`src/include/rsa_settings.svh`:
```
// operand width and counter width macros for the rsa exponentiation core
`ifndef RSA_SETTINGS_SVH
`define RSA_SETTINGS_SVH

// operand width in bits
`define RSA_WIDTH 256

// bit and round index width, covers 0..255
`define RSA_CNT_W 8

`endif

```
`src/logic/rsa_ctrl_pkg.sv`:
```
// package rsa_ctrl_pkg: sequencer state enum and bit/round index type
`default_nettype none

`include "rsa_settings.svh"

package rsa_ctrl_pkg;

    typedef logic [`RSA_CNT_W-1:0] rsa_idx_t;

    typedef enum logic [2:0] {
        S_IDLE,
        S_PREP,
        S_MUL,
        S_FIX,
        S_LOAD,
        S_DONE
    } rsa_seq_state_e;

endpackage

`default_nettype wire

```
`src/logic/rsa_bit_counter.sv`:
```
// module rsa_bit_counter: clearable enabled index counter with last flag
`timescale 1ns/1ps
`default_nettype none

module rsa_bit_counter (
    input  logic                   i_clk,
    input  logic                   i_rst,
    input  logic                   i_clear,
    input  logic                   i_en,
    output rsa_ctrl_pkg::rsa_idx_t o_idx,
    output logic                   o_last
);

    import rsa_ctrl_pkg::*;

    rsa_idx_t idx;

    // wraps naturally from 255 back to 0
    always_ff @(posedge i_clk or posedge i_rst) begin
        if (i_rst) begin
            idx <= '0;
        end else if (i_clear) begin
            idx <= '0;
        end else if (i_en) begin
            idx <= idx + 1'b1;
        end
    end

    assign o_idx  = idx;
    assign o_last = (idx == '1);

endmodule

`default_nettype wire

```
`config.mk`:
```
export PLATFORM = sky130hd
export DESIGN_NAME = rsa_bit_counter
export DESIGN_NICKNAME = d
export VERILOG_FILES = /design/src/logic/rsa_ctrl_pkg.sv /design/src/logic/rsa_bit_counter.sv
export VERILOG_INCLUDE_DIRS = /design/src /design/src/include
export SDC_FILE = /design/constraint.sdc
export NUM_CORES = 1
export LEC_CHECK = 0
export CAP_MARGIN = 25
export CORE_AREA = 8 8 45 47
export DETAILED_ROUTE_END_ITERATION = 8
export DIE_AREA = 0 0 53 55
export DONT_BUFFER_PORTS = 1
export GPL_ROUTABILITY_DRIVEN = 0
export GPL_TIMING_DRIVEN = 1
export HOLD_SLACK_MARGIN = 0.08
export PLACE_DENSITY = 0.55
export SYNTH_ARGS = -nofsm -noshare
export SYNTH_HDL_FRONTEND = slang
export SYNTH_SLANG_ARGS = --single-unit
```
`constraint.sdc`:
```
create_clock -name i_clk -period 1.2 [get_ports i_clk]
set_input_delay 0.24 -clock i_clk [delete_from_list [all_inputs] [get_ports i_clk]]
set_output_delay 0.24 -clock i_clk [all_outputs]
set_load 0.1 [all_outputs]
```
**Yosys cells after proc, flatten, opt, wreduce, memory -nomap -nowiden**

Cells that the tools add are included.

- Bits in registers: 8
- Bits of input ports: 4
- Output and inout bits: 9
- Word-level logic and storage cells: 6

- $add $sub $neg: 1
- Equal/unequal tests: 1
- Mux-type cells: 2
- Reductions and logical operators: 1

Operators with widths:

| kind | count |
|---|---|
| $mux 8 | 2 |
| $add 8x1->8 const B | 1 |
| $eq 8x8->1 const B | 1 |
| $reduce_bool 2->1 | 1 |

**Logic depth before layout (Yosys ltp)**

- Depth in word-level cells: 3
- Mapped depth: 4
- Gate-level depth less buffers: 4

**Worst setup path before layout**

Ideal clock, no wire load.

- Path type: reg-to-output
- From: register idx[0] (netlist: o_idx[0])
- To: output o_last
- Data arrival time: 2.677 ns
- Data required time: 0.960 ns
- Path slack: -1.717 ns
- Cell stages (with the launch flop): 4
- Path buffers: 0
- Path through: dfrtp_1 > ha_1 > nand3_1 > nor2_1

- Cells in the longest elaborated chain, start to end: 1

Ends and longest elaborated chain:

| element | RTL line | text |
|---|---|---|
| start: declaration | rsa_bit_counter.sv:16 | `rsa_idx_t idx;` |
| start signal: assignment | rsa_bit_counter.sv:25 | `idx <= idx + 1'b1;` |
| $eq 8x8->1 | rsa_bit_counter.sv:30 | `assign o_last = (idx == '1);` |
| end: declaration | rsa_bit_counter.sv:11 | `output logic o_last` |

Every way passes these cells.

**Worst setup path in the final report**

Ends and elaborated chain as after synthesis.

==> run metrics <==
post-synthesis register bit count=8; CP endpoint kind=primary output; status=complete, but fails checks; vias=roughly 390; CP Data Required Time=approximately 0.96 ns; Area growth, synth to finish=103%; port bufs=0; average vias per placed instance=4.95; CTS tree=done; wl on met1=445 µm; Top Metal Used=met4; CTS Sinks=8; setup ws final=-0.270 ns; die height=about 55 µm; Setup TNS=-1.03 ns; diode count=0; Reg clk slew, reported paths=roughly 0.060 ns; GR Overflow Total=0; unrepaired setup endpoints after global routing=yes; drt drc=0; first-pass GRT wire length=approximately 1.8 mm; crit path kind=reg2out; I/O Pins=13; failing checks=setup timing; starting density of the core=between 20% and 30%; Hold Worst Slack=approximately 0.12 ns; placed cell area=548 µm²; fillers=121; Min-Delay Path Class=in2reg; crit path launch type=flop; Slew HR=between 70% and 80%; Antenna Nets Post-Route=0; slew of the pin with the lowest slew margin=~0.33 ns; num rows=14; clk root buf=clkbuf_4; fin area=around 800 µm²; die width=53 µm; layout cell share with drive strength beyond 1=between 60% and 70%; Leak Pwr=slightly above 0.3 nW; vias in the first global route=around 390; Post-Synthesis Cells=40; Slew Viols, Final=0; met2 WL post-DR=715 µm; full die area=a little under 3000 µm²; Max Cap Viol=0; DRT Wirelength=1.30 mm; First DRT Iteration DRCs=8; H-tree levels=1; Net Count, Synth=45; Max Clock Skew=about 0.0067 ns; # setup viols final=10; final net count=about 70; clock buffer depth=2; Final Hold Fails=0; CP max stage delay=0.43 ns; Mapped Avg Cell Area=between 9 and 10 µm²; Synth warnings=0; Worst-Skew Late Latency=about 0.27 ns; Final Instance Count excl. Fillers=78; synthesized area=roughly 390 µm²; Worst path slowest cell=dfrtp_4; min Tclk post-route=~1.5 ns; maximum fanout along the worst path=2; register area share after synthesis=51.1%; WL/cell=roughly 17 µm; max FFs per register=8; Worst Path Arrival=1.23 ns; largest net degree at the start of global routing=9; placed cell count=65; CTS buffer count=3; Total GRT Usage=8.80%; Netlist cell types=16; crit share post-route=122%; DP HPWL=742 µm; PD cells=829 nW/µm²; initial antenna violation count=0; critical-path cell list=ha_4 > nand3_4 > nor2_4 > buf_12; Core Region=approximately 1400 µm²; Detailed Routing Iterations Pass 1=5; worst vdd ir=between 400 and 500 µV; fmax=~680 MHz; met3 routed WL=around 84 µm
-- cells by family (layout without fill, tap and decap cells) --
group                      Yosys count  in the layout  share of synthesized area (%)
AOI/OAI and AO/OA                    6              6                           7.67
xor gates and xnor gates             4              4                           8.95
adders and majority gates            1              1                           3.19
buffers and inverters                3             25                           3.83
DFF                                  8              8                           51.1
muxes                                1              1                           2.56
and+or+nand+nor                     17             17                           22.7
-- report_power, final --
part	internal, mW	total, mW	switching (mW)
Sequential	0.281	0.290	0.00847
Combinational	0.0590	0.149	0.0903
Clock	0.115	0.220	0.105
-- metrics by stage --
stage               util (%)  setup WS (ns)  total power [mW]
floorplan                  -         -0.478             0.381
global placement        39.6       -0.00721             0.389
finish                  57.4         -0.270             0.659
CTS                     52.1         -0.239             0.661
global route            57.4         -0.309             0.689
detailed placement      39.6        -0.0229             0.391
-- layout by cell type (no fill, tap or decap), drive strengths merged --
master	count
clkbuf	3
nand4	3
xor2	3
or3	3
nor2	6
buf	19
o21ai	3
xnor2	1
mux2i	1
dfrtp	8
inv	1
nand3	3
dlygate4sd3	2
a21oi	3
nand2	2
ha	1
-- per-layer routing --
metal  GRT usage [%]  up-vias
met5               0        -
li1                -      180
met3            2.94        7
met1            8.05      186
met4            9.05        0
met2            14.8       13
-- synthesized netlist by cell type, drive strengths merged --
| cell type | number | area share [%] |
|---|---|---|
| dfrtp | 8 | 51 |
| nor2 | 6 | 5.8 |
| a21oi | 3 | 3.8 |
| nand3 | 3 | 3.8 |
| nand4 | 3 | 6.4 |
| o21ai | 3 | 3.8 |
| or3 | 3 | 4.8 |
| xor2 | 3 | 6.7 |
| buf | 2 | 2.9 |
| nand2 | 2 | 1.9 |
| ha | 1 | 3.2 |
| inv | 1 | 0.96 |
| mux2i | 1 | 2.6 |
| xnor2 | 1 | 2.2 |
-- worst max-delay path: cells and delay by family, from the launching register on --
family                     cells  cell delay (ns)
DFF                            1             0.43
and+or+nand+nor                2             0.19
adders and majority gates      1             0.16
buffers and inverters          1             0.18
-- what timing repair did --
item	4_1_cts	5_1_grt
gates cloned	0	0
setup endpoints to repair	10	16
gates resized for setup	17	16
hold endpoints to repair	16	0
pin swaps	7	4
setup buffers	7	2
hold buffers	2	0
-- cell type report --
cell class	instances	area (µm²)	share of cell area, %
Timing Repair Buffer	21	272	34.2
Sequential cell	8	228	28.7
Tap cell	16	20.0	2.52
Clock buffer	3	22.5	2.83
Multi-Input combinational cell	29	249	31.3
Inverter	1	3.75	0.472
-- final timing paths --
path | startpoint | slack [ns] | depth (start not counted) | endpoint
hold reg to reg | o_idx[7] | 0.64 | 2 | o_idx[7]
min in group asynchronous | i_rst | 0.36 | 2 | o_idx[1]
setup / recovery | o_idx[0] | -0.27 | 4 | o_last
max in group asynchronous | i_rst | 0.58 | 2 | o_idx[6]
setup reg to reg | o_idx[0] | -0.15 | 5 | o_idx[6]
hold / removal | i_en | 0.12 | 2 | o_idx[0]
Note: power is estimated with default switching activity, not from simulation.
