## config.mk

```make
export PLATFORM = sky130hd
export DESIGN_NAME = rsa_sequencer
export DESIGN_NICKNAME = d
export VERILOG_FILES = /design/src/logic/rsa_ctrl_pkg.sv /design/src/logic/rsa_sequencer.sv
export VERILOG_INCLUDE_DIRS = /design/src /design/src/include
export SDC_FILE = /design/constraint.sdc
export NUM_CORES = 1
export LEC_CHECK = 0
export ABC_AREA = 1
export BUFFER_PORTS_ARGS = -buffer_cell sky130_fd_sc_hd__buf_2
export CORE_AREA = 2 2 39 41
export CTS_CLUSTER_DIAMETER = 200
export DETAILED_ROUTE_END_ITERATION = 7
export DIE_AREA = 0 0 41 43
export GPL_ROUTABILITY_DRIVEN = 1
export GPL_TIMING_DRIVEN = 0
export SLEW_MARGIN = 20
export SYNTH_ARGS = -nofsm -noshare
export SYNTH_HDL_FRONTEND = slang
export SYNTH_SLANG_ARGS = --single-unit
```

## constraint.sdc

```tcl
create_clock -name i_clk -period 1 [get_ports i_clk]
set_input_delay 0 -clock i_clk [delete_from_list [all_inputs] [get_ports i_clk]]
set_output_delay 0 -clock i_clk [all_outputs]
set_load 0.01 [all_outputs]
```

## src/include/rsa_settings.svh

```systemverilog
// operand width and counter width macros for the rsa exponentiation core
`ifndef RSA_SETTINGS_SVH
`define RSA_SETTINGS_SVH

// operand width in bits
`define RSA_WIDTH 256

// bit and round index width, covers 0..255
`define RSA_CNT_W 8

`endif

```

## src/logic/rsa_ctrl_pkg.sv

```systemverilog
// package rsa_ctrl_pkg: sequencer state enum and bit/round index type
`default_nettype none

`include "rsa_settings.svh"

package rsa_ctrl_pkg;

    typedef logic [`RSA_CNT_W-1:0] rsa_idx_t;

    typedef enum logic [2:0] {
        S_IDLE,
        S_PREP,
        S_MUL,
        S_FIX,
        S_LOAD,
        S_DONE
    } rsa_seq_state_e;

endpackage

`default_nettype wire

```

## src/logic/rsa_sequencer.sv

```systemverilog
// module rsa_sequencer: FSM for preparation, multiply rounds, fix, load and ready
`timescale 1ns/1ps
`default_nettype none

module rsa_sequencer (
    input  logic i_clk,
    input  logic i_rst,
    input  logic i_valid,
    input  logic i_bit_last,
    input  logic i_rnd_last,
    output logic o_capture,
    output logic o_prep_step,
    output logic o_mul_clear,
    output logic o_mul_step,
    output logic o_mul_fix,
    output logic o_load,
    output logic o_bit_clear,
    output logic o_bit_en,
    output logic o_rnd_clear,
    output logic o_rnd_en,
    output logic o_ready
);

    import rsa_ctrl_pkg::*;

    rsa_seq_state_e state;
    rsa_seq_state_e state_nxt;
    logic           ready;

    ////////////////////////////////////////
    // next state and strobes
    ////////////////////////////////////////

    always_comb begin
        state_nxt   = state;
        o_capture   = 1'b0;
        o_prep_step = 1'b0;
        o_mul_clear = 1'b0;
        o_mul_step  = 1'b0;
        o_mul_fix   = 1'b0;
        o_load      = 1'b0;
        o_bit_clear = 1'b0;
        o_bit_en    = 1'b0;
        o_rnd_clear = 1'b0;
        o_rnd_en    = 1'b0;
        case (state)
            S_IDLE: begin
                if (i_valid) begin
                    o_capture   = 1'b1;
                    o_bit_clear = 1'b1;
                    o_rnd_clear = 1'b1;
                    state_nxt   = S_PREP;
                end
            end
            S_PREP: begin
                o_prep_step = 1'b1;
                o_bit_en    = 1'b1;
                // multipliers start from zero on the first round
                if (i_bit_last) begin
                    o_mul_clear = 1'b1;
                    state_nxt   = S_MUL;
                end
            end
            S_MUL: begin
                o_mul_step = 1'b1;
                o_bit_en   = 1'b1;
                if (i_bit_last) begin
                    state_nxt = S_FIX;
                end
            end
            S_FIX: begin
                o_mul_fix = 1'b1;
                state_nxt = S_LOAD;
            end
            S_LOAD: begin
                o_load   = 1'b1;
                o_rnd_en = 1'b1;
                if (i_rnd_last) begin
                    state_nxt = S_DONE;
                end else begin
                    o_mul_clear = 1'b1;
                    state_nxt   = S_MUL;
                end
            end
            S_DONE: begin
                state_nxt = S_IDLE;
            end
            default: begin
                state_nxt = S_IDLE;
            end
        endcase
    end

    ////////////////////////////////////////
    // state and ready registers
    ////////////////////////////////////////

    always_ff @(posedge i_clk or posedge i_rst) begin
        if (i_rst) begin
            state <= S_IDLE;
            ready <= 1'b0;
        end else begin
            state <= state_nxt;
            // high exactly while in S_DONE
            ready <= (state_nxt == S_DONE);
        end
    end

    assign o_ready = ready;

endmodule

`default_nettype wire

```

# Word level (Yosys, flattened, before mapping)
# Cells that the tools add are included.
[op_classes]
muxes = 15
n_reduce_logical = 2
eq_ne = 5
[op_table]
columns = ["cell", "count"]
rows = [
  ["3-bit case mux with 5 select lines", 1],
  ["3-bit two-way mux", 4],
  ["1-bit two-way mux", 9],
  ["3-bit by 2-bit == test with 1-bit output, second input constant", 2],
  ["3-bit == test, second input constant", 2],
  ["3-bit by 1-bit == test with 1-bit output, second input constant", 1],
  ["3-bit logical NOT", 1],
  ["1-bit case mux with 2 select lines", 1],
  ["2-bit OR reduction", 1],
]
[totals]
reg_bits = 4
elab_cells = 24

# Depth between registers and ports, before layout
# Gate-level depths: netlist of the first run.
[logic_depth]
ltp_word = 3
depth_mapped = 5

# Worst setup path before layout of the first run
# No wires, ideal clock.
[synth_timing]
kind = "reg-to-reg"
start = "register state[1]"
end = "register state[1]"
setup_slack_ps = 80
arrival_time_ps = 853
stages_incl_launch_ff = 6
n_path_buf = 0
t_required_ps = 932
cell_sequence = "dfrtp_1 -> inv_2 -> nand2_2 -> nor2_2 -> nand2_2 -> nand3_2"
[synth_between]
elab_chain_cells = 2
[synth_rtl]
columns = ["element", "line", "source"]
rows = [
  ["start, declared", "rsa_sequencer.sv:26", "rsa_seq_state_e state;"],
  ["start signal, assigned", "rsa_sequencer.sv:103", "state <= state_nxt;"],
  ["3-bit == test (tied with other cells)", "rsa_sequencer.sv:46", "case (state)"],
  ["3-bit case mux with 5 select lines *", "rsa_sequencer.sv:46", ""],
  ["via state_nxt[1]", "rsa_sequencer.sv:27", "rsa_seq_state_e state_nxt;"],
]
# Mark *: on every way through the listed nets, which the timed path passes. The rest lies on a longest branch.

# Worst setup path in the final report of the first run
[layout_timing]
start = "register state[2]"
end = "output port o_capture"
[layout_between]
elab_chain_cells = 2
[layout_rtl]
columns = ["element", "line", "source"]
rows = [
  ["3-bit logical NOT", "rsa_sequencer.sv:46", ""],
  ["1-bit two-way mux", "rsa_sequencer.sv:46", ""],
  ["end, declared", "rsa_sequencer.sv:11", "output logic o_capture,"],
]
# No other way between the ends.

==> impl_results.md, run 1 <==
* Status: finished with violations
* Failing checks: setup timing
* Core area at 1380 um2
* GRT Total Usage at 9.05%
* # diodes at 0
* # nets final at 68
* Final setup viols at 11
* # DRC at 0
* Cell leakage power at 0.314 nW
* Vias in the first global route at 277
* Minimum clock period at 1.17 ns
* Peak supply drop at 1.01 mV
* FF+latch count, synth at 4
* Die Area at 1760 um2
* Final worst slack at -0.173 ns
* Root buffer cell: clkbuf_4
* Synthesized area at 267 um2
* Yosys cell types at 11
* Hold depth at 4
* Remaining antenna violation count after routing at 0
* Mean routed wirelength per cell at 8.12 um
* CP max FO at 6
* CTS tree: built
* Iter 0 DRT Violations at 4
* WL final at 625 um
* Max-cap viol count at 0
* Clk slew on worst S/H paths at 0.04 ns
* Post-route cell area at 480 um2
* Fin. Hold Viols at 0
* GP Congestion at 0.726
* Largest net degree at the start of global routing at 7
* Starting Density at 19.3%
* First-pass GRT wire length at 1.02 mm
* Via/cell ratio at 3.87
* Post-synthesis sequential area ratio at 37.6%
* Power per cell area at 2990 nW/um2
* Total CTS buffers at 3
* Mean Syn Cell Area at 7.20 um2
* Clock Tree Buf Depth at 2
* Placed cell area at 362 um2
* Most frequent cells in the layout: buf_2 (11), buf_4 (7), inv_1 (6)
* Nature of the critical path startpoint: register
* Chip height at 43 um
* # clock sinks at 4
* Initial antenna violation count at 0
* Worst Tran Pin Value at 0.156 ns
* Dpl hpwl at 454 um
* Rel. slew slack at 89.6%
* Gate Count Post-Synth at 37
* Synthesis-to-finish area growth at 80.3%
* Setup CP Type: register to primary output
* Cell row count at 14
* Reg2Reg Depth at 7
* # IOs at 16
* Port Buffer Count at 15
* Clk_lat worst skew at 0.23 ns
* Unrepaired setup endpoints after global routing: true
* Yosys Warn Count at 0
* Vias at 298
* CP Data Required Time at 1.00 ns
* Worst Skew at 0.00210 ns
* Critical path endpoint category: primary output
* Setup TNS at -1.05 ns
* Slew Limit Fails at 0
* Arrival time worst endpoint at 1.17 ns
* Tcrit/Tclk final at 117%
* Grt ovf at 0
* Share of cells above drive strength 1 at 62.3%
* Post-Synthesis Net Count at 42
* Hold WC Path Type: input port to register
* Post-place setup slack at 0.0366 ns
* Leading cell type in the layout, fill and taps excluded: buf_2
* Die X at 41 um
* F_max at 0.852 GHz
* Htree depth at 1
* Detailed Routing Iterations Pass 1 at 3
[logic make-up (layout without fill, tap and decap cells)]
kind of cell           Yosys count  count (layout)  synth area share (%)
buffers and inverters           13              37                  22.5
and+or+nand+nor                 20              20                  39.9
DFF                              4               4                  37.6
[final timing paths]
kind / slack [ns] / from / to
max: -0.17 / state[2] / o_capture
min: 0.09 / i_rnd_last / state[1]
max reg2reg: -0.11 / state[2] / state[0]
min reg2reg: 0.64 / state[2] / o_ready
max in group asynchronous: 0.65 / i_rst / state[0]
min in group asynchronous: 0.19 / i_rst / o_ready
[report_power, final]
part           total, mW  switching [mW]  internal [mW]  leakage (nW)
registers          0.266          0.0431          0.222        0.0525
clock network      0.193          0.0594          0.134        0.0138
logic              0.977           0.499          0.478         0.247
total               1.44           0.602          0.834         0.314
[area by class of cell]
cell class	instances	area, um2
inverter	10	40.0
multi-input combinational	20	124
buffer	3	30.0
clock buffer	3	22.5
tap	16	20.0
fill	142	903
sequential	4	100
timing repair buffer	21	144
[critical path, cell delays in order (launching register included)]
cell and delay (ns):
dfrtp_1 0.40, inv_4 0.11, nand2_2 0.07, nor2_4 0.16, buf_6 0.12, buf_6 0.09
[sequential cells by signal, summed over array words and instances, names as in the netlist]
signal,cells
state,3
o_ready,1
[what timing repair did]
action,CTS,global route
setup buffers,4,1
pin swaps,3,1
hold buffers,1,0
hold endpoints to repair,4,0
endpoints found under the setup margin,10,12
resized for setup,7,4
[per-stage QoR]
| step | hold slack (ns) | power, mW | instances | utilization [%] |
|---|---|---|---|---|
| after detailed placement | -0.109 | 0.964 | 68 | 26.1 |
| final | 0.0868 | 1.44 | 77 | 34.7 |
| after CTS | 0.0856 | 1.37 | 76 | 33.0 |
| after global placement | -0.112 | 0.954 | 68 | 26.1 |
| after floorplan | -0.234 | 0.748 | 37 | - |
| after global routing | 0.110 | 1.57 | 77 | 34.7 |
[synthesized netlist by cell type (all sizes together)]
master | number | area, um2
dfrtp | 4 | 100
nor2 | 5 | 23.8
inv | 10 | 37.5
buf | 3 | 22.5
nand3 | 5 | 35.0
nand4 | 1 | 6.26
nand2 | 9 | 41.3
[per-layer routing]
metal  part of all wire (%)  global-route usage, %  up-vias  wire (um)
met5                      0                      0        -          0
li1                       -                      -      156          -
met4                      0                   6.00        0          0
met3                    7.2                   4.71        0         45
met1                     42                   8.74      132        265
met2                     50                   14.1       10        314
(Power assumes the default switching activity.)
==> inputs of run 2 (changes only) <==
--- a/config.mk
+++ b/config.mk
@@ -6,12 +6,12 @@
 export SDC_FILE = /design/constraint.sdc
 export NUM_CORES = 1
 export LEC_CHECK = 0
-export ABC_AREA = 1
-export BUFFER_PORTS_ARGS = -buffer_cell sky130_fd_sc_hd__buf_2
+export ABC_AREA = 0
 export CORE_AREA = 2 2 39 41
 export CTS_CLUSTER_DIAMETER = 200
 export DETAILED_ROUTE_END_ITERATION = 7
 export DIE_AREA = 0 0 41 43
+export DONT_BUFFER_PORTS = 1
 export GPL_ROUTABILITY_DRIVEN = 1
 export GPL_TIMING_DRIVEN = 0
 export SLEW_MARGIN = 20
==> run 2 against run 1 <==
Net effect:
- the flow still finishes with violations (setup timing)
- worst setup slack got worse by 0.15 ns
- combinational power increased by 21%
- global-route usage is 2.0 points higher
- maximum frequency shrank 12%
- first-iteration DRC count did not move
- utilization is 2.4 points higher
- clock power rose by 4%
- critical endpoint unchanged
==> impl_results.md, run 2 <==
* Starting Density at 22.7% (+3.4 points)
* Mean routed wirelength per cell at 12.7 um (+57%)
* Status: finished with violations
* Clock power share at 12.2% (-1.3 points)
* Synth area leader: dfrtp_1
* Root buffer cell: clkbuf_4
* Minimum clock period at 1.33 ns (+0.155 ns)
* Switching fraction of total power at 38.3% (-3.6 points)
* Arrival time worst endpoint at 1.33 ns (+0.16 ns)
* Int Power at 1.02 mW (+22%)
* Top cell type's share of synthesized area at 31.9% (-5.7 points)
* Dpl hpwl at 487 um (+7.3%)
* Setup CP Type: register to primary output
* Cell leakage power at 0.251 nW (-20%)
* Clock Tree Buf Depth at 2 (unchanged)
* Final setup viols at 14 (+3)
* Remaining antenna violation count after routing at 0 (unchanged)
* Hold WC Path Type: input port to register
* Peak supply drop at 1.40 mV (+39%)
* Reg2Reg Depth at 4 (-3)
* Layout Cells excl Fill at 61 (-21%)
* Post-route cell area at 513 um2 (+6.8%)
* Clk slew on worst S/H paths at 0.04 ns (about the same)
* GP Congestion at 0.665 (-8.4%)
* Share of cells above drive strength 1 at 60.0% (-2.3 points)
* Power per cell area at 3210 nW/um2 (+7.6%)
* Slew Limit Fails at 0 (unchanged)
* Cell row count at 14 (unchanged)
* FF+latch count, synth at 4 (unchanged)
* GRT Total Usage at 11.1% (+2.0 points)
* Clk_lat worst skew at 0.24 ns (about the same)
* Port Buffer Count at 0 (-15)
* Number of synthesized flops with an enable pin at 0 (unchanged)
* First-pass GRT wire length at 1.29 mm (+26%)
* Vias at 284 (-4.7%)
* Initial antenna violation count at 0 (unchanged)
* Failing checks: setup timing
* Hold worst-path end: o_ready
* CTS tree: built
* Gate Count Post-Synth at 30 (-19%)
* Most frequent cells in the layout: buf_4 (12), buf_6 (4), dfrtp_1 (4)
* Yosys Warn Count at 0 (unchanged)
* Post-place setup slack at -0.171 ns (-0.207 ns)
* Hold depth at 1 (-3)
* Max reg flops at 3 (unchanged)
* Worst Skew at 0.000635 ns (-0.00147 ns)
* Yosys cell types at 18 (+7)
* Largest net degree at the start of global routing at 11 (+4)
* Net Switching at 0.631 mW (+4.9%)
* Chip height at 43 um (unchanged)
* Via/cell ratio at 4.66 (+20%)
* Grt ovf at 0 (unchanged)
* # clock sinks at 4 (unchanged)
* # nets final at 52 (-24%)
* Detailed Routing Iterations Pass 1 at 2 (-1)
* Sequential Area at 100 um2 (unchanged)
* Vias in the first global route at 278 (+0.36%)
* Iter 0 DRT Violations at 4 (unchanged)
* Asr flop ratio synth at 100% (unchanged)
* Largest Register: state
* Leading cell type in the layout, fill and taps excluded: buf_4
* Synthesized area at 314 um2 (+18%)
* Synthesis-to-finish area growth at 63.3%
* Core area at 1380 um2 (unchanged)
* CP Data Required Time at 1.00 ns (about the same)
* CP max FO at 4 (-2)
* Post-synth top cells: buf_4 (4), dfrtp_1 (4)
* Unrepaired setup endpoints after global routing: true
* Tcrit/Tclk final at 133% (+15 points)
* Post-synthesis sequential area ratio at 31.9% (-5.7 points)
* Rel. slew slack at 78.1% (-11 points)
* Placed cell area at 362 um2 (unchanged)
* Synth Flop Type: dfrtp_1
* Seq pwr share at 16.2% (-2.3 points)
* F_max at 0.753 GHz (-12%)
* Cell total after placement at 46 (-32%)
* Post-Synthesis Net Count at 35 (-17%)
* # IOs at 16 (unchanged)
* Fillers at 151 (+6.3%)
* Final worst slack at -0.328 ns (-0.155 ns)
* Worst Tran Pin Value at 0.327 ns (+0.171 ns)
* Htree depth at 1 (unchanged)
* Gate power share at 71.6% (+3.6 points)
* Die Area at 1760 um2 (unchanged)
* WL final at 777 um (+24%)
* Fin. Hold Viols at 0 (unchanged)
* # DRC at 0 (unchanged)
* # diodes at 0 (unchanged)
* Reg-to-reg slack, setup at -0.20 ns (-0.09 ns)
* Critical path endpoint category: primary output
* Reg-to-Reg End: state[2]
* Hold_sp: i_rnd_last
* Mean Syn Cell Area at 10.5 um2 (+45%)
* Total CTS buffers at 3 (unchanged)
* Multi-input combinational cell area at 208 um2 (+68%)
* Reg2Reg Launch Point: state[1]
* Max-cap viol count at 0 (unchanged)
* Nature of the critical path startpoint: register
* Area contributors post-synth: dfrtp_1 (32%), buf_4 (9.6%), nor3b_2 (8.0%)
* Die X at 41 um (unchanged)
-- run 2: cell count changes after synthesis, moves of 3 or more --
cell / change
nand3_1: -3
nand2_2: -3
nand2_1: -6
inv_1: -4
inv_2: -4
-- run 2: how the worst max path moves through the flow --
stage	from	end	slack (ns)	depth (start not counted)
detailed placement	state[0]	state[1]	-0.17	3
CTS	state[0]	o_mul_clear	-0.35	3
finish	state[1]	o_capture	-0.33	3
floorplan	state[1]	state[2]	-0.06	3
global placement	state[0]	state[1]	-0.16	3
global route	state[1]	o_capture	-0.38	3
-- run 2: cell families after synthesis --
kind of cell           count (synthesis)  share of synthesized area (%)
AND/OR/NAND/NOR                       13                           35.5
buffers and inverters                  8                           19.1
flip-flops                             4                           31.9
AO/OA/AOI/OAI                          3                           7.17
XOR/XNOR                               1                           2.79
multiplexers                           1                           3.59
-- run 2: area by class of cell --
type / instances / area share, %
timing repair buffer: 12 / 19.3
multi-input combinational: 18 / 40.5
buffer: 6 / 11.0
clock buffer: 3 / 4.39
tap: 16 / 3.90
sequential: 4 / 19.5
inverter: 2 / 1.46
-- run 2: repair_timing --
action	4_1_cts	5_1_grt
pin swaps	4	4
setup buffers	8	2
endpoints found under the setup margin	13	14
hold endpoints to repair	5	0
resized for setup	4	2
hold buffers	2	0
-- run 2: power groups by stage --
stage | registers, mW | clock network (mW) | logic [mW]
6_report | 0.267 | 0.201 | 1.18
5_1_grt | 0.271 | 0.224 | 1.27
4_1_cts | 0.268 | 0.211 | 1.08
3_5_place_dp | 0.280 | 0 | 0.784
3_3_place_gp | 0.281 | 0 | 0.778
2_1_floorplan | 0.265 | 0 | 0.701
-- run 2: worst max-delay path: stages, from the launching register on --
cell	delay (ns)
dfrtp_1	0.38
buf_6	0.14
nor4b_4	0.37
buf_4	0.19
-- run 2: stage by stage --
stage	power (mW)	util, %	hold slack (ns)	setup TNS [ns]
finish	1.65	37.1	0.0192	-2.57
global route	1.77	37.1	0.0177	-3.24
CTS	1.56	35.1	0.0165	-2.77
detailed placement	1.06	26.1	-0.222	-0.808
global placement	1.06	26.1	-0.225	-0.792
floorplan	0.966	-	-0.234	-0.273
-- run 2: metal layers --
layer  routed length, um  GRT usage (%)  vias up  part of all wire, %
met5                   0              0        -                    0
met4                   0           2.00        0                    0
met3                  78           8.38        0                   10
met2                 395           16.6       14                   51
met1                 303           12.3      136                   39
li1                    -              -      134                    -
==> inputs of run 3 (changes only) <==
--- a/config.mk
+++ b/config.mk
@@ -7,13 +7,14 @@
 export NUM_CORES = 1
 export LEC_CHECK = 0
 export ABC_AREA = 0
-export CORE_AREA = 2 2 39 41
+export CORE_AREA = 8 8 45 47
 export CTS_CLUSTER_DIAMETER = 200
 export DETAILED_ROUTE_END_ITERATION = 7
-export DIE_AREA = 0 0 41 43
+export DIE_AREA = 0 0 53 55
 export DONT_BUFFER_PORTS = 1
 export GPL_ROUTABILITY_DRIVEN = 1
 export GPL_TIMING_DRIVEN = 0
+export MAX_ROUTING_LAYER = met4
 export SLEW_MARGIN = 20
 export SYNTH_ARGS = -nofsm -noshare
 export SYNTH_HDL_FRONTEND = slang
==> run 3 against run 2 <==
Net effect:
- hold slack improved by 0.0024 ns
- clock-buffer cell count unchanged
- the flow still finishes with violations (setup timing)
- first-iteration DRC count fell by 25%
- largest cell class unchanged
- flip-flop and latch count stayed put
- non-clock buffer count shrank 2
- power is 2.3% lower
- sequential share of layout area grew 0.29 points
- final cell count fell by 3.3%
==> impl_results.md, run 3 (same netlist as run 2, synthesis figures left out) <==
* Rel. slew slack at 77.6% (-0.50 points)
* CP Data Required Time at 1.16 ns (+0.16 ns)
* Final setup viols at 14 (unchanged)
* Grt ovf at 0 (unchanged)
* # IOs at 16 (unchanged)
* Placed cell area at 362 um2 (unchanged)
* CP dominant cell by count: buf_6
* Worst Tran Pin Value at 0.335 ns (+0.00743 ns)
* Critical path buffer and inverter count at 3 (+1)
* Largest Register: state
* Vias at 276 (-2.8%)
* WL final at 880 um (+13%)
* Unrepaired setup endpoints after global routing: true
* Clk slew on worst S/H paths at 0.04 ns (about the same)
* Slowest CP cell: dfrtp_1
* # diodes at 0 (unchanged)
* Max reg flops at 3 (unchanged)
* F_max at 0.732 GHz (-2.8%)
* GP Congestion at 0.698 (+4.9%)
* GRT Total Usage at 6.37% (-4.7 points)
* Iter 0 DRT Violations at 3 (-1)
* Clk_lat worst skew at 0.23 ns (about the same)
* Minimum clock period at 1.37 ns (+0.0386 ns)
* Cell row count at 14 (unchanged)
* Root buffer cell: clkbuf_4
* Vias in the first global route at 280 (+0.72%)
* Cell leakage power at 0.242 nW (-3.6%)
* Chip height at 55 um (+28%)
* First-pass GRT wire length at 1.24 mm (-3.7%)
* Htree depth at 1 (unchanged)
* # nets final at 50 (-3.8%)
* Remaining antenna violation count after routing at 0 (unchanged)
* Nature of the critical path startpoint: register
* Arrival time worst endpoint at 1.53 ns (+0.20 ns)
* Share of cells above drive strength 1 at 58.1% (-1.9 points)
* Die X at 53 um (+29%)
* Tcrit/Tclk final at 137% (+3.9 points)
* Die Area at 2920 um2 (+65%)
* Critical Path Max Stage Delay at 0.39 ns (about the same)
* Hold WC Path Type: input port to register
* Peak supply drop at 1.52 mV (+8.6%)
* Crit path cell chain: buf_6 > buf_4 > buf_6 > nor4bb_1 > a211o_1
* Largest net degree at the start of global routing at 11 (unchanged)
* Slew Limit Fails at 0 (unchanged)
* Critical path endpoint category: register
* CTS tree: built
* CP max FO at 7 (+3)
* Via/cell ratio at 4.68 (+0.48%)
* Leading cell type in the layout, fill and taps excluded: buf_4
* Dpl hpwl at 558 um (+15%)
* Post-place setup slack at -0.181 ns (-0.0107 ns)
* Setup CP Type: register to register
* Fillers at 148 (-2.0%)
* # DRC at 0 (unchanged)
* Delay-heaviest family, CP: buffers and inverters
* Core area at 1380 um2 (unchanged)
* Max-cap viol count at 0 (unchanged)
* Starting Density at 22.7% (unchanged)
* Mean routed wirelength per cell at 14.9 um (+17%)
* Most frequent cells in the layout: buf_4 (7), buf_6 (6), dfrtp_1 (4)
* Clock Tree Buf Depth at 2 (unchanged)
* Power per cell area at 3190 nW/um2 (-0.84%)
* Failing checks: setup timing
* Status: finished with violations
* Synthesis-to-finish area growth at 61.0%
* Total CTS buffers at 3 (unchanged)
* Util after Layout at 36.5% (-0.54 points)
* Port Buffer Count at 0 (unchanged)
* Worst Skew at 0.00125 ns (+0.000610 ns)
* Fin. Hold Viols at 0 (unchanged)
* Post-route cell area at 505 um2 (-1.5%)
* Detailed Routing Iterations Pass 1 at 4 (+2)
* Final worst slack at -0.367 ns (-0.0386 ns)
* Worst hold margin at 0.0216 ns (+0.00240 ns)
* Initial antenna violation count at 0 (unchanged)
* # clock sinks at 4 (unchanged)
-- run 3: area by class of cell --
class	instances	area (um2)	share of cell area (%)
flip-flops and latches	4	100	19.8
repair buffers	10	100	19.8
plain buffers	6	60.1	11.9
multi-input cells	18	195	38.6
inverters	2	7.51	1.49
well taps	16	20.0	3.96
clock buffers	3	22.5	4.46
-- run 3: power by group --
part	internal [mW]	switching, mW
logic	0.631	0.518
clock network	0.134	0.0608
registers	0.223	0.0450
total	0.988	0.624
-- run 3: worst register-to-register path, cell delays in order, from the launching register on --
cell and delay [ns]:
dfrtp_1 0.39, buf_6 0.14, buf_4 0.13, buf_6 0.13
nor4bb_1 0.33, a211o_1 0.18
-- run 3: what timing repair did --
action,CTS,global route
setup endpoints to repair,13,14
pin swaps,2,3
endpoints found under the hold margin,5,0
gates cloned,0,0
buffers inserted,5,3
hold buffers,2,0
resized for setup,3,4
-- run 3: final timing paths --
kind	from	end	slack [ns]	cells after the start
min in group asynchronous	i_rst	state[1]	0.10	2
hold reg to reg	state[1]	state[0]	0.76	3
setup reg to reg	state[1]	state[1]	-0.37	5
hold / removal	i_bit_last	state[0]	0.02	2
setup / recovery	state[1]	state[1]	-0.37	5
max in group asynchronous	i_rst	state[0]	0.76	2
-- run 3: per-stage QoR --
step | setup TNS (ns) | power, mW | std cells
finish | -3.84 | 1.61 | 59
global placement | -0.853 | 1.08 | 46
floorplan | -0.273 | 0.966 | 30
global route | -4.45 | 1.70 | 59
detailed placement | -0.870 | 1.07 | 46
CTS | -2.89 | 1.48 | 56
-- run 3: routing by layer --
metal / vias to the layer above / wire (um) / global-route usage [%]
met5: - / 0 / -
met2: 16 / 418 / 8.79
li1: 131 / - / -
met3: 2 / 105 / 4.28
met1: 127 / 330 / 6.56
met4: 0 / 26 / 3.88
